<file path="config.mk">
export PLATFORM = sky130hd
export DESIGN_NAME = htif_bridge
export DESIGN_NICKNAME = d
export VERILOG_FILES = /design/src/htif_pkg.sv /design/src/htif_bridge.sv /design/src/htif_fifo.sv /design/src/htif_read_port.sv /design/src/htif_write_port.sv
export SDC_FILE = /design/constraint.sdc
export NUM_CORES = 2
export LEC_CHECK = 0
export BUFFER_PORTS_ARGS = -buffer_cell sky130_fd_sc_hd__buf_2
export CORE_ASPECT_RATIO = 0.6
export CORE_MARGIN = 5
export CORE_UTILIZATION = 46
export CTS_CLUSTER_DIAMETER = 80
export DETAILED_ROUTE_END_ITERATION = 10
export GPL_ROUTABILITY_DRIVEN = 1
export PLACE_DENSITY_LB_ADDON = 0.08
export SYNTH_ARGS = -nofsm -noshare
export SYNTH_HDL_FRONTEND = slang
export SYNTH_SLANG_ARGS = --single-unit
</file>
<file path="constraint.sdc">
create_clock -name host_clk -period 3.87 [get_ports host_clk]
set_input_delay 0.387 -clock host_clk [delete_from_list [all_inputs] [get_ports host_clk]]
set_output_delay 0.387 -clock host_clk [all_outputs]
set_load 0.05 [all_outputs]
</file>
<file path="src/htif_pkg.sv">
package htif_pkg;

  // bus and queue word sizes
  localparam int data_width = 32;
  localparam int addr_width = 32;

  // queue depth and occupancy width, count runs 0..fifo_depth
  localparam int fifo_depth = 32;
  localparam int count_width = 6;

  // register index comes from address bits 6:2
  localparam int reg_width = 5;

  // read side register map
  localparam logic [reg_width-1:0] reg_count_rd = 5'd0;
  localparam logic [reg_width-1:0] reg_data_rd = 5'd1;

  // write side register map
  localparam logic [reg_width-1:0] reg_data_wr = 5'd0;
  localparam logic [reg_width-1:0] reg_reset_wr = 5'd31;

  // axi response codes, only okay is ever returned
  localparam logic [1:0] resp_okay = 2'b00;

  // aw and ar payload
  typedef struct packed {
    logic [addr_width-1:0] addr;
  } axil_addr_t;

  // w payload
  typedef struct packed {
    logic [data_width-1:0] data;
    logic [data_width/8-1:0] strb;
  } axil_wdata_t;

  // r payload
  typedef struct packed {
    logic [data_width-1:0] data;
    logic [1:0] resp;
  } axil_rdata_t;

  // one queue entry, also the stream word to and from the chip
  typedef logic [data_width-1:0] host_word_t;

endpackage

</file>
<file path="src/htif_bridge.sv">
`timescale 1ns/1ns

module htif_bridge (
  input  logic                    host_clk,
  input  logic                    reset,
  // aw channel
  input  htif_pkg::axil_addr_t    aw,
  input  logic                    aw_valid,
  output logic                    aw_ready,
  // w channel
  input  htif_pkg::axil_wdata_t   w,
  input  logic                    w_valid,
  output logic                    w_ready,
  // b channel
  output logic [1:0]              b_resp,
  output logic                    b_valid,
  input  logic                    b_ready,
  // ar channel
  input  htif_pkg::axil_addr_t    ar,
  input  logic                    ar_valid,
  output logic                    ar_ready,
  // r channel
  output htif_pkg::axil_rdata_t   r,
  output logic                    r_valid,
  input  logic                    r_ready,
  // stream into the chip
  output logic                    host_in_valid,
  input  logic                    host_in_ready,
  output htif_pkg::host_word_t    host_in_data,
  // stream out of the chip
  input  logic                    host_out_valid,
  output logic                    host_out_ready,
  input  htif_pkg::host_word_t    host_out_data,
  // chip reset pulse
  output logic                    cpu_reset
);

  // inbound queue, bus to chip
  logic in_push;
  htif_pkg::host_word_t in_data;
  logic in_full;
  logic in_empty;

  // outbound queue, chip to bus
  logic out_pop;
  htif_pkg::host_word_t out_head;
  logic out_full;
  logic [htif_pkg::count_width-1:0] out_count;

  assign host_in_valid = !in_empty;
  assign host_out_ready = !out_full;

  htif_write_port u_write_port (
    .host_clk  (host_clk),
    .reset     (reset),
    .aw        (aw),
    .aw_valid  (aw_valid),
    .aw_ready  (aw_ready),
    .w         (w),
    .w_valid   (w_valid),
    .w_ready   (w_ready),
    .b_valid   (b_valid),
    .b_resp    (b_resp),
    .b_ready   (b_ready),
    .in_full   (in_full),
    .in_push   (in_push),
    .in_data   (in_data),
    .cpu_reset (cpu_reset)
  );

  htif_read_port u_read_port (
    .host_clk  (host_clk),
    .reset     (reset),
    .ar        (ar),
    .ar_valid  (ar_valid),
    .ar_ready  (ar_ready),
    .r         (r),
    .r_valid   (r_valid),
    .r_ready   (r_ready),
    .out_head  (out_head),
    .out_count (out_count),
    .out_pop   (out_pop)
  );

  // drained by the chip on a stream handshake
  htif_fifo in_fifo (
    .host_clk (host_clk),
    .reset    (reset),
    .push     (in_push),
    .pop      (host_in_valid && host_in_ready),
    .din      (in_data),
    .dout     (host_in_data),
    .full     (in_full),
    .empty    (in_empty),
    .count    ()
  );

  // filled by the chip, drained by data reads
  htif_fifo out_fifo (
    .host_clk (host_clk),
    .reset    (reset),
    .push     (host_out_valid && host_out_ready),
    .pop      (out_pop),
    .din      (host_out_data),
    .dout     (out_head),
    .full     (out_full),
    .empty    (),
    .count    (out_count)
  );

endmodule

</file>
<file path="src/htif_fifo.sv">
`timescale 1ns/1ns

module htif_fifo (
  input  logic                               host_clk,
  input  logic                               reset,
  input  logic                               push,
  input  logic                               pop,
  input  htif_pkg::host_word_t               din,
  output htif_pkg::host_word_t               dout,
  output logic                               full,
  output logic                               empty,
  output logic [htif_pkg::count_width-1:0]   count
);

  // word storage
  htif_pkg::host_word_t mem [htif_pkg::fifo_depth];

  // pointers wrap at the power-of-two depth
  logic [$clog2(htif_pkg::fifo_depth)-1:0] wr_ptr;
  logic [$clog2(htif_pkg::fifo_depth)-1:0] rd_ptr;

  logic [htif_pkg::count_width-1:0] count_next;
  logic do_push;
  logic do_pop;

  // push while full only goes through with a pop in the same cycle
  assign do_push = push && (!full || pop);
  // pop on empty is dropped
  assign do_pop = pop && !empty;

  // head of queue is undefined when empty
  assign dout = mem[rd_ptr];

  // occupancy after this cycle
  always_comb
  begin
    case ({do_push, do_pop})
      2'b10:   count_next = count + 1'b1;
      2'b01:   count_next = count - 1'b1;
      default: count_next = count;
    endcase
  end

  // write side of the ram
  always_ff @(posedge host_clk)
  begin
    if (do_push)
    begin
      mem[wr_ptr] <= din;
    end
  end

  // pointers, count and flags
  always_ff @(posedge host_clk)
  begin
    if (reset)
    begin
      wr_ptr <= '0;
      rd_ptr <= '0;
      count <= '0;
      full <= 1'b0;
      empty <= 1'b1;
    end
    else
    begin
      if (do_push)
      begin
        wr_ptr <= wr_ptr + 1'b1;
      end
      if (do_pop)
      begin
        rd_ptr <= rd_ptr + 1'b1;
      end
      count <= count_next;
      // flags follow the next count so they stay registered
      full <= (count_next == htif_pkg::count_width'(htif_pkg::fifo_depth));
      empty <= (count_next == '0);
    end
  end

  // occupancy never runs past the depth
  a_count_bound: assert property (
    @(posedge host_clk) disable iff (reset)
    count <= htif_pkg::count_width'(htif_pkg::fifo_depth)
  ) else $error("htif_fifo count above depth");

  // empty flag tracks the counter
  a_empty_match: assert property (
    @(posedge host_clk) disable iff (reset)
    empty == (count == '0)
  ) else $error("htif_fifo empty flag out of step with count");

endmodule

</file>
<file path="src/htif_read_port.sv">
`timescale 1ns/1ns

module htif_read_port (
  input  logic                              host_clk,
  input  logic                              reset,
  input  htif_pkg::axil_addr_t              ar,
  input  logic                              ar_valid,
  output logic                              ar_ready,
  output htif_pkg::axil_rdata_t             r,
  output logic                              r_valid,
  input  logic                              r_ready,
  input  htif_pkg::host_word_t              out_head,
  input  logic [htif_pkg::count_width-1:0]  out_count,
  output logic                              out_pop
);

  typedef enum logic {
    rd_idle,
    rd_resp
  } rd_state_t;

  rd_state_t state;

  logic [htif_pkg::reg_width-1:0] ar_index;
  logic [htif_pkg::reg_width-1:0] rd_index;
  // queue had a word when the address was taken
  logic rd_nonempty;
  htif_pkg::host_word_t rd_sel;
  htif_pkg::host_word_t rd_word;
  logic ar_take;

  assign ar_index = ar.addr[2 +: htif_pkg::reg_width];
  assign ar_ready = (state == rd_idle);
  assign ar_take = ar_ready && ar_valid;
  assign r_valid = (state == rd_resp);

  // data frozen in the register, stable under back-pressure
  assign r.data = rd_word;
  assign r.resp = htif_pkg::resp_okay;

  // pop only for a data read that saw a word at acceptance
  assign out_pop = r_valid && r_ready && (rd_index == htif_pkg::reg_data_rd) && rd_nonempty;

  // register select, unmapped reads as zero
  always_comb
  begin
    rd_sel = '0;
    case (ar_index)
      htif_pkg::reg_count_rd: rd_sel[htif_pkg::count_width-1:0] = out_count;
      htif_pkg::reg_data_rd:  rd_sel = out_head;
      default:                rd_sel = '0;
    endcase
  end

  // control
  always_ff @(posedge host_clk)
  begin
    if (reset)
    begin
      state <= rd_idle;
    end
    else if (ar_take)
    begin
      state <= rd_resp;
    end
    else if (r_valid && r_ready)
    begin
      state <= rd_idle;
    end
  end

  // capture on ar acceptance
  always_ff @(posedge host_clk)
  begin
    if (ar_take)
    begin
      rd_index <= ar_index;
      rd_word <= rd_sel;
      rd_nonempty <= (out_count != '0);
    end
  end

  // r payload stays put while the master stalls
  a_r_stable: assert property (
    @(posedge host_clk) disable iff (reset)
    (r_valid && !r_ready) |=> (r_valid && $stable(r))
  ) else $error("r changed under back-pressure");

endmodule

</file>
<file path="src/htif_write_port.sv">
`timescale 1ns/1ns

module htif_write_port (
  input  logic                      host_clk,
  input  logic                      reset,
  input  htif_pkg::axil_addr_t      aw,
  input  logic                      aw_valid,
  output logic                      aw_ready,
  input  htif_pkg::axil_wdata_t     w,
  input  logic                      w_valid,
  output logic                      w_ready,
  output logic                      b_valid,
  output logic [1:0]                b_resp,
  input  logic                      b_ready,
  input  logic                      in_full,
  output logic                      in_push,
  output htif_pkg::host_word_t      in_data,
  output logic                      cpu_reset
);

  typedef enum logic [1:0] {
    wr_idle,
    wr_write,
    wr_ack
  } wr_state_t;

  wr_state_t state;

  // index and data held from the idle cycle
  logic [htif_pkg::reg_width-1:0] wr_index;
  htif_pkg::host_word_t wr_data;

  // the single cycle where aw and w are taken
  logic accept;
  logic is_data;

  assign is_data = (wr_index == htif_pkg::reg_data_wr);

  // only the data register waits on the inbound queue
  assign accept = (state == wr_write) && (!in_full || !is_data);

  assign aw_ready = accept;
  assign w_ready = accept;

  // push or reset pulse land in the accept cycle
  assign in_push = accept && is_data;
  assign cpu_reset = accept && (wr_index == htif_pkg::reg_reset_wr);
  assign in_data = wr_data;

  // response held until the master takes it
  assign b_valid = (state == wr_ack);
  assign b_resp = htif_pkg::resp_okay;

  // control
  always_ff @(posedge host_clk)
  begin
    if (reset)
    begin
      state <= wr_idle;
    end
    else
    begin
      case (state)
        wr_idle:
        begin
          // need both address and data before starting
          if (aw_valid && w_valid)
          begin
            state <= wr_write;
          end
        end
        wr_write:
        begin
          if (accept)
          begin
            state <= wr_ack;
          end
        end
        wr_ack:
        begin
          if (b_ready)
          begin
            state <= wr_idle;
          end
        end
        default:
        begin
          state <= wr_idle;
        end
      endcase
    end
  end

  // payload capture, strobes ignored since every register is a whole word
  always_ff @(posedge host_clk)
  begin
    if (state == wr_idle && aw_valid && w_valid)
    begin
      wr_index <= aw.addr[2 +: htif_pkg::reg_width];
      wr_data <= w.data;
    end
  end

  // b_valid held until the handshake
  a_b_hold: assert property (
    @(posedge host_clk) disable iff (reset)
    (b_valid && !b_ready) |=> b_valid
  ) else $error("b_valid dropped before b_ready");

  // inbound queue never pushed while it reports full
  a_no_push_full: assert property (
    @(posedge host_clk) disable iff (reset)
    in_push |-> !in_full
  ) else $error("push into a full inbound queue");

endmodule

</file>
**After elaboration in Yosys (flattened, before gate mapping)**

Memory sizes are Yosys's and may differ from the RTL's. A register that Yosys moved wholly into a read port is not among the register bits.
Cells that the tools add are included.

- Memories kept: 2
- Output and inout bits: 76
- Register bits after elaboration: 114
- Bits of input ports: 141
- Logic and storage cells: 92
- Memory bits (writable): 2048

Memories:

| name | depth | bits a word | read ports | clocked after memory_dff | wr ports | line | text |
|---|---|---|---|---|---|---|---|
| in_fifo.mem | 32 | 32 | 1 | 1 | 1 | htif_fifo.sv:16 | `htif_pkg::host_word_t mem [htif_pkg::fifo_depth];` |
| out_fifo.mem | 32 | 32 | 1 | 1 | 1 | htif_fifo.sv:16 |  |

- Muxes and demuxes: 17
- Reductions and logical operators: 32
- Bitwise logic cells: 1
- Equal/unequal tests: 14
- Add/sub/neg operators: 8

Operator list:

| operator | count |
|---|---|
| 6-bit case mux with 2 select lines | 3 |
| 5-bit by 1-bit adder with 5-bit output, second input constant | 4 |
| 5-bit two-way mux | 4 |
| 1-bit logical AND | 16 |
| 6-bit by 1-bit adder with 6-bit output, second input constant | 2 |
| 6-bit equality test, second input constant | 2 |
| 6-bit zero test | 2 |
| 6-bit by 1-bit subtractor with 6-bit output, second input constant | 2 |
| 5-bit by 1-bit equality test with 1-bit output, second input constant | 2 |
| 5-bit zero test | 2 |
| 2-bit by 1-bit equality test with 1-bit output, second input constant | 3 |
| 2-bit equality test, second input constant | 3 |
| 1-bit two-way mux | 6 |
| 2-bit two-way mux | 3 |
| 2-bit by 1-bit != test with 1-bit output, second input constant | 3 |
| 2-bit case mux with 3 select lines | 1 |
| 6-bit nonzero test | 1 |
| 5-bit equality test, second input constant | 1 |
| 1-bit zero test | 5 |
| 1-bit logical OR | 3 |
| 3-bit AND reduction | 1 |
| 2-bit zero test | 1 |
| 2-bit nonzero test | 1 |
| 1-bit inverter | 1 |

**Longest topological paths before layout**

- Depth after elaboration: 9
- Depth in mapped cells: 13
- Gate-level depth less buffers: 12

**Cells and area by module**

From an unflattened synthesis, not the netlist that was laid out.

- Cell total of the unflattened synthesis: 3420
- Area, all modules: 82942.0 um2

Modules (own cells, without submodules):

| module | sequential area each (um2) | area an instance (um2) | cells an instance | times used |
|---|---|---|---|---|
| htif_fifo (out_fifo) | 31209.9 | 40045.9 | 1629 | 1 |
| htif_fifo (in_fifo) | 31209.9 | 40037.1 | 1629 | 1 |
| htif_read_port | 1161.1 | 1541.5 | 98 | 1 |
| htif_write_port | 1151.1 | 1297.5 | 60 | 1 |
| htif_bridge | 0.0 | 20.0 | 4 | 1 |

**Least setup slack after synthesis**

OpenSTA, ideal clock, no wires.

- Path kind: register to register
- Start point: reg u_write_port.wr_index[0] (netlist bit)
- End point: mem in_fifo.mem[31][0] (netlist bit) (enable)
- Buffers on the path: 0
- Period minus slack after synthesis: 3487 ps
- Stages on the path, launching flop included: 5
- Setup time: 421 ps
- Required time: 3449 ps
- Path slack: 383 ps
- Arrival: 3066 ps
- Cells stage by stage: edfxtp_1 > or4_1 > nor4_4 > nand2_1 > nor2_1

- Cells in the longest elaborated chain, start to end: 8

Ends and longest elaborated chain:

| what | line | text |
|---|---|---|
| start, declared | htif_write_port.sv:30 | `logic [htif_pkg::reg_width-1:0] wr_index;` |
| start signal, assigned | htif_write_port.sv:99 | `wr_index <= aw.addr[2 +: htif_pkg::reg_width];` |
| 5-bit zero test * | htif_write_port.sv:37 | `assign is_data = (wr_index == htif_pkg::reg_data_wr);` |
| 1-bit zero test | htif_write_port.sv:40 | `assign accept = (state == wr_write) && (!in_full \|\| !is_data);` |
| 1-bit logical OR | htif_write_port.sv:40 |  |
| 1-bit logical AND | htif_write_port.sv:40 |  |
| 1-bit logical AND * | htif_write_port.sv:46 | `assign in_push = accept && is_data;` |
| 1-bit logical AND * | htif_fifo.sv:27 | `assign do_push = push && (!full \|\| pop);` |
| 1-bit two-way mux * | htif_fifo.sv:47 | `if (do_push)` |
| 1-bit two-way mux (not written as such) * | htif_fifo.sv:49 | `mem[wr_ptr] <= din;` |
| end, declared | htif_fifo.sv:16 |  |

Every way passes the cells marked *; elsewhere a longest branch is shown, timed or not.

==> results.sh <==
export IMPL_max_slew_margin_rel_pct=19.3
export IMPL_cts_num_sinks=2172
export IMPL_async_flop_share_pct=0
export IMPL_gp_congestion=0.790
export IMPL_p_int_mw=37.0
export IMPL_yosysUniqueCellTypes=57
export IMPL_num_vias=39100
export IMPL_place_area_um2=88300
export IMPL_dieArea_um2=189000
export IMPL_tns_ns=0
export IMPL_whs_ns=0.0698
export IMPL_dpl_hpwl_um=125000
export IMPL_yosys_area_share_simple_pct=1.47
export IMPL_ys_ff_latch=2172
export IMPL_start_util_pct=46.3
export IMPL_grt_usage_pct=22.6
export IMPL_combPwrFrac_pct=1.5
export IMPL_h_tree_depth=4
export IMPL_seqPwrFrac_pct=56.5
export IMPL_ctsLongestPathBuffers=4
export IMPL_regArea_um2=64800
export IMPL_ys_warn_count=0
export IMPL_cp_required_ns=3.48
export IMPL_clkTransAtPathRegs_ns=0.06
export IMPL_fp_dieW_um=558
export IMPL_placedCellCount=5969
export IMPL_grt_start_max_net_pins=77
export IMPL_first_pass_iters=5
export IMPL_fin_skew_ns=0.0475
export IMPL_rsz0062_at_grt="true"
export IMPL_synthMuxAreaShare_pct=18.2
export IMPL_min_path_cells=1
export IMPL_crit_arrival_ns=3.43
export IMPL_multi_input_area_um2=17600
export IMPL_grt_pass1_vias=39500
export IMPL_synth_edf_count=2123
export IMPL_hold_class="in -> reg"
export IMPL_core_area_um2=179000
export IMPL_synth_compound_area_share_pct=0.493
export IMPL_p_sw_mw=9.11
export IMPL_crit_type="reg -> out"
export IMPL_hold_end="out_fifo.mem[28][30]"
export IMPL_cp_end_kind="output port"
export IMPL_n_fill_cell=13400
export IMPL_wire_per_inst_um=33.4
export IMPL_start_kind="flip-flop"
export IMPL_nets=4024
export IMPL_period_needed_ns=3.82
export IMPL_drc=0
export IMPL_grt_overflow_total=0
export IMPL_die_h_um=339
export IMPL_period_share_pct=98.6
export IMPL_critPathMaxFanout=18
export IMPL_insertion_delay_ns=0.84
export IMPL_tightest_slew_ns=1.21
export IMPL_syn_mean_instance_area_um2=24.1
export IMPL_drtIter0Drc=4311
export IMPL_grt_pass1_wl_um=300000
export IMPL_syn_area_um2=82800
export IMPL_antenna_found_initial=16
export IMPL_seq_area_frac_synth_pct=78.2
export IMPL_drt_total_wl_um=214000
export IMPL_syn_inst=3439
export IMPL_p_clk_share_pct=42.0
export IMPL_p_leak_nw=28.9
export IMPL_vias_per_cell=6.09
export IMPL_fmax_mhz=262
export IMPL_r2r_end="in_fifo.full"
export IMPL_switching_share_pct=19.8
export IMPL_synthAdderAreaFrac_pct=0.242
export IMPL_dp_slack_ns=0.473
export IMPL_maxSlewViolCount=0
export IMPL_synth_ff_type="edfxtp_1"
export IMPL_hold_violations=0
export IMPL_numCtsBuffers=204
export IMPL_io_buffers=154
export IMPL_ir_drop_v=0.000391
export IMPL_setup_viol=0
export IMPL_ff2ff_path_depth=12
export IMPL_io_pins=217
export IMPL_stdcell_count=6412
export IMPL_final_antenna_net_count=0
export IMPL_worst_slack_ns=0.0536
export IMPL_syn_to_final_growth_pct=15.4
export IMPL_hp_start="host_out_data[30]"
export IMPL_cap_viol_max_count=0
export IMPL_clock_root_buffer="clkbuf_16"
export IMPL_status="complete, no violations"
export IMPL_p_per_area_nw_per_um2=482
export IMPL_rr_startpoint="u_write_port.wr_index[0]"
export IMPL_synthXorXnorAreaFrac_pct=0.286
export IMPL_rows=120
export IMPL_fin_area_um2=95500
export IMPL_drive_gt1_share_pct=34.3
export IMPL_synth_top_family_by_area="multiplexers"
export IMPL_r2r_slack_ns=0.51
export IMPL_cts_tree="built"
[synthesized netlist by cell type, drive strengths merged (5+ instances only)]
master  number  area share, %
ha          16           0.24
xnor2       11           0.12
a21oi       14          0.085
mux4       630             17
nor3         8          0.048
edfxtp    2123             77
o31ai        5          0.045
clkbuf      93           0.42
nand3        7          0.042
nor2b       13          0.098
inv         15          0.068
o22ai        5          0.038
mux2        42           0.57
nand2       31           0.14
buf         91           0.65
o21ai        6          0.036
nand2b       5          0.038
nand4        8          0.060
mux2i       38           0.46
a211oi       6          0.054
xor2        16           0.17
nand3b       9          0.082
dfxtp       49            1.2
nor2       144           0.65
[through the flow]
step / power (mW) / utilization (%)
CTS: 46.5 / 53.4
finish: 46.1 / 53.5
floorplan: 26.8 / -
global route: 47.7 / 53.5
global placement: 27.2 / 49.4
detailed placement: 27.2 / 49.4
[timing repair]
action                                  4_1_cts  5_1_grt
hold buffers                                 51        0
resized for setup                            11        9
cloned                                        4        0
endpoints found under the setup margin       24       21
setup buffers                                 4       12
endpoints found under the hold margin       190        0
[critical path: stages, from the launching register on]
cell and delay, ns:
dfxtp_4 0.49, buf_12 0.19, bufbuf_16 0.34, mux4_2 0.53
mux4_2 0.48, mux2_2 0.31, buf_2 0.22
[routing by layer]
metal	vias to the layer above	track usage [%]	share of wire, %
met1	21500	37.5	48
met4	4	4.21	1.8
met2	1733	30.8	42
met3	276	4.90	8.7
met5	-	0	0.013
li1	15600	-	-
[layout by cell type, fill, tap and decap left out, types with 30 or more instances in the layout]
master,instances
mux4_2,630
clkinv_1,46
nor2_4,64
mux2i_1,38
mux2_2,41
buf_12,59
edfxtp_1,2123
clkbuf_1,50
buf_4,127
clkbuf_16,209
buf_2,150
nor2_1,80
dlygate4sd3_1,51
nand2_1,30
clkinv_2,35
dfxtp_1,39
[power groups by stage]
stage / Clock, mW / Sequential [mW] / Combinational (mW)
6_report: 19.3 / 26.0 / 0.707
4_1_cts: 19.8 / 26.0 / 0.710
2_1_floorplan: 0 / 26.5 / 0.223
3_5_place_dp: 0 / 26.6 / 0.661
5_1_grt: 20.9 / 26.0 / 0.753
3_3_place_gp: 0 / 26.5 / 0.631
[how the worst max path moves through the flow]
stage,startpoint,end,slack [ns],depth (start not counted)
6_report,flip-flop,host_in_data[29],0.05,6
5_1_grt,flip-flop,host_in_data[23],-0.03,6
4_1_cts,flip-flop,host_in_data[7],-0.02,6
3_5_place_dp,u_write_port.wr_index[0],in_fifo.full,0.47,12
3_3_place_gp,u_write_port.wr_index[0],in_fifo.full,0.40,12
2_1_floorplan,u_write_port.wr_index[0],in_fifo.mem[31][0],0.38,4
[sequential cells by signal, summed over array words and instances, names as in the netlist, named ones only]
| signal | count |
|---|---|
| in_fifo.mem | 1024 |
| out_fifo.mem | 1024 |
| u_read_port.rd_word | 32 |
| u_write_port.in_data | 32 |
| in_fifo.count | 6 |
| out_fifo.count | 6 |
| in_fifo.rd_ptr | 5 |
| in_fifo.wr_ptr | 5 |
| out_fifo.rd_ptr | 5 |
| out_fifo.wr_ptr | 5 |
| u_read_port.rd_index | 5 |
| u_write_port.wr_index | 5 |
| u_write_port.state | 2 |
| in_fifo.empty | 1 |
| in_fifo.full | 1 |
| out_fifo.empty | 1 |
| out_fifo.full | 1 |
| u_read_port.r_valid | 1 |
| u_read_port.rd_nonempty | 1 |
[layout make-up]
type | count | area share (%)
Multi-Input combinational cell | 1071 | 18.4
Inverter | 15 | 0.0589
Antenna cell | 7 | 0.0183
Clock buffer | 261 | 5.70
Sequential cell | 2172 | 67.8
Timing Repair Buffer | 403 | 3.95
Clock inverter | 104 | 0.912
Tap cell | 2379 | 3.12
[cells by family after synthesis]
group | count (synthesis)
flops | 2172
mux | 710
simple gates | 254
buf+inv | 199
compound gates | 60
xor+xnor | 27
fa+ha+maj | 16
other cells | 1
Note: power is estimated with default switching activity, not from simulation.
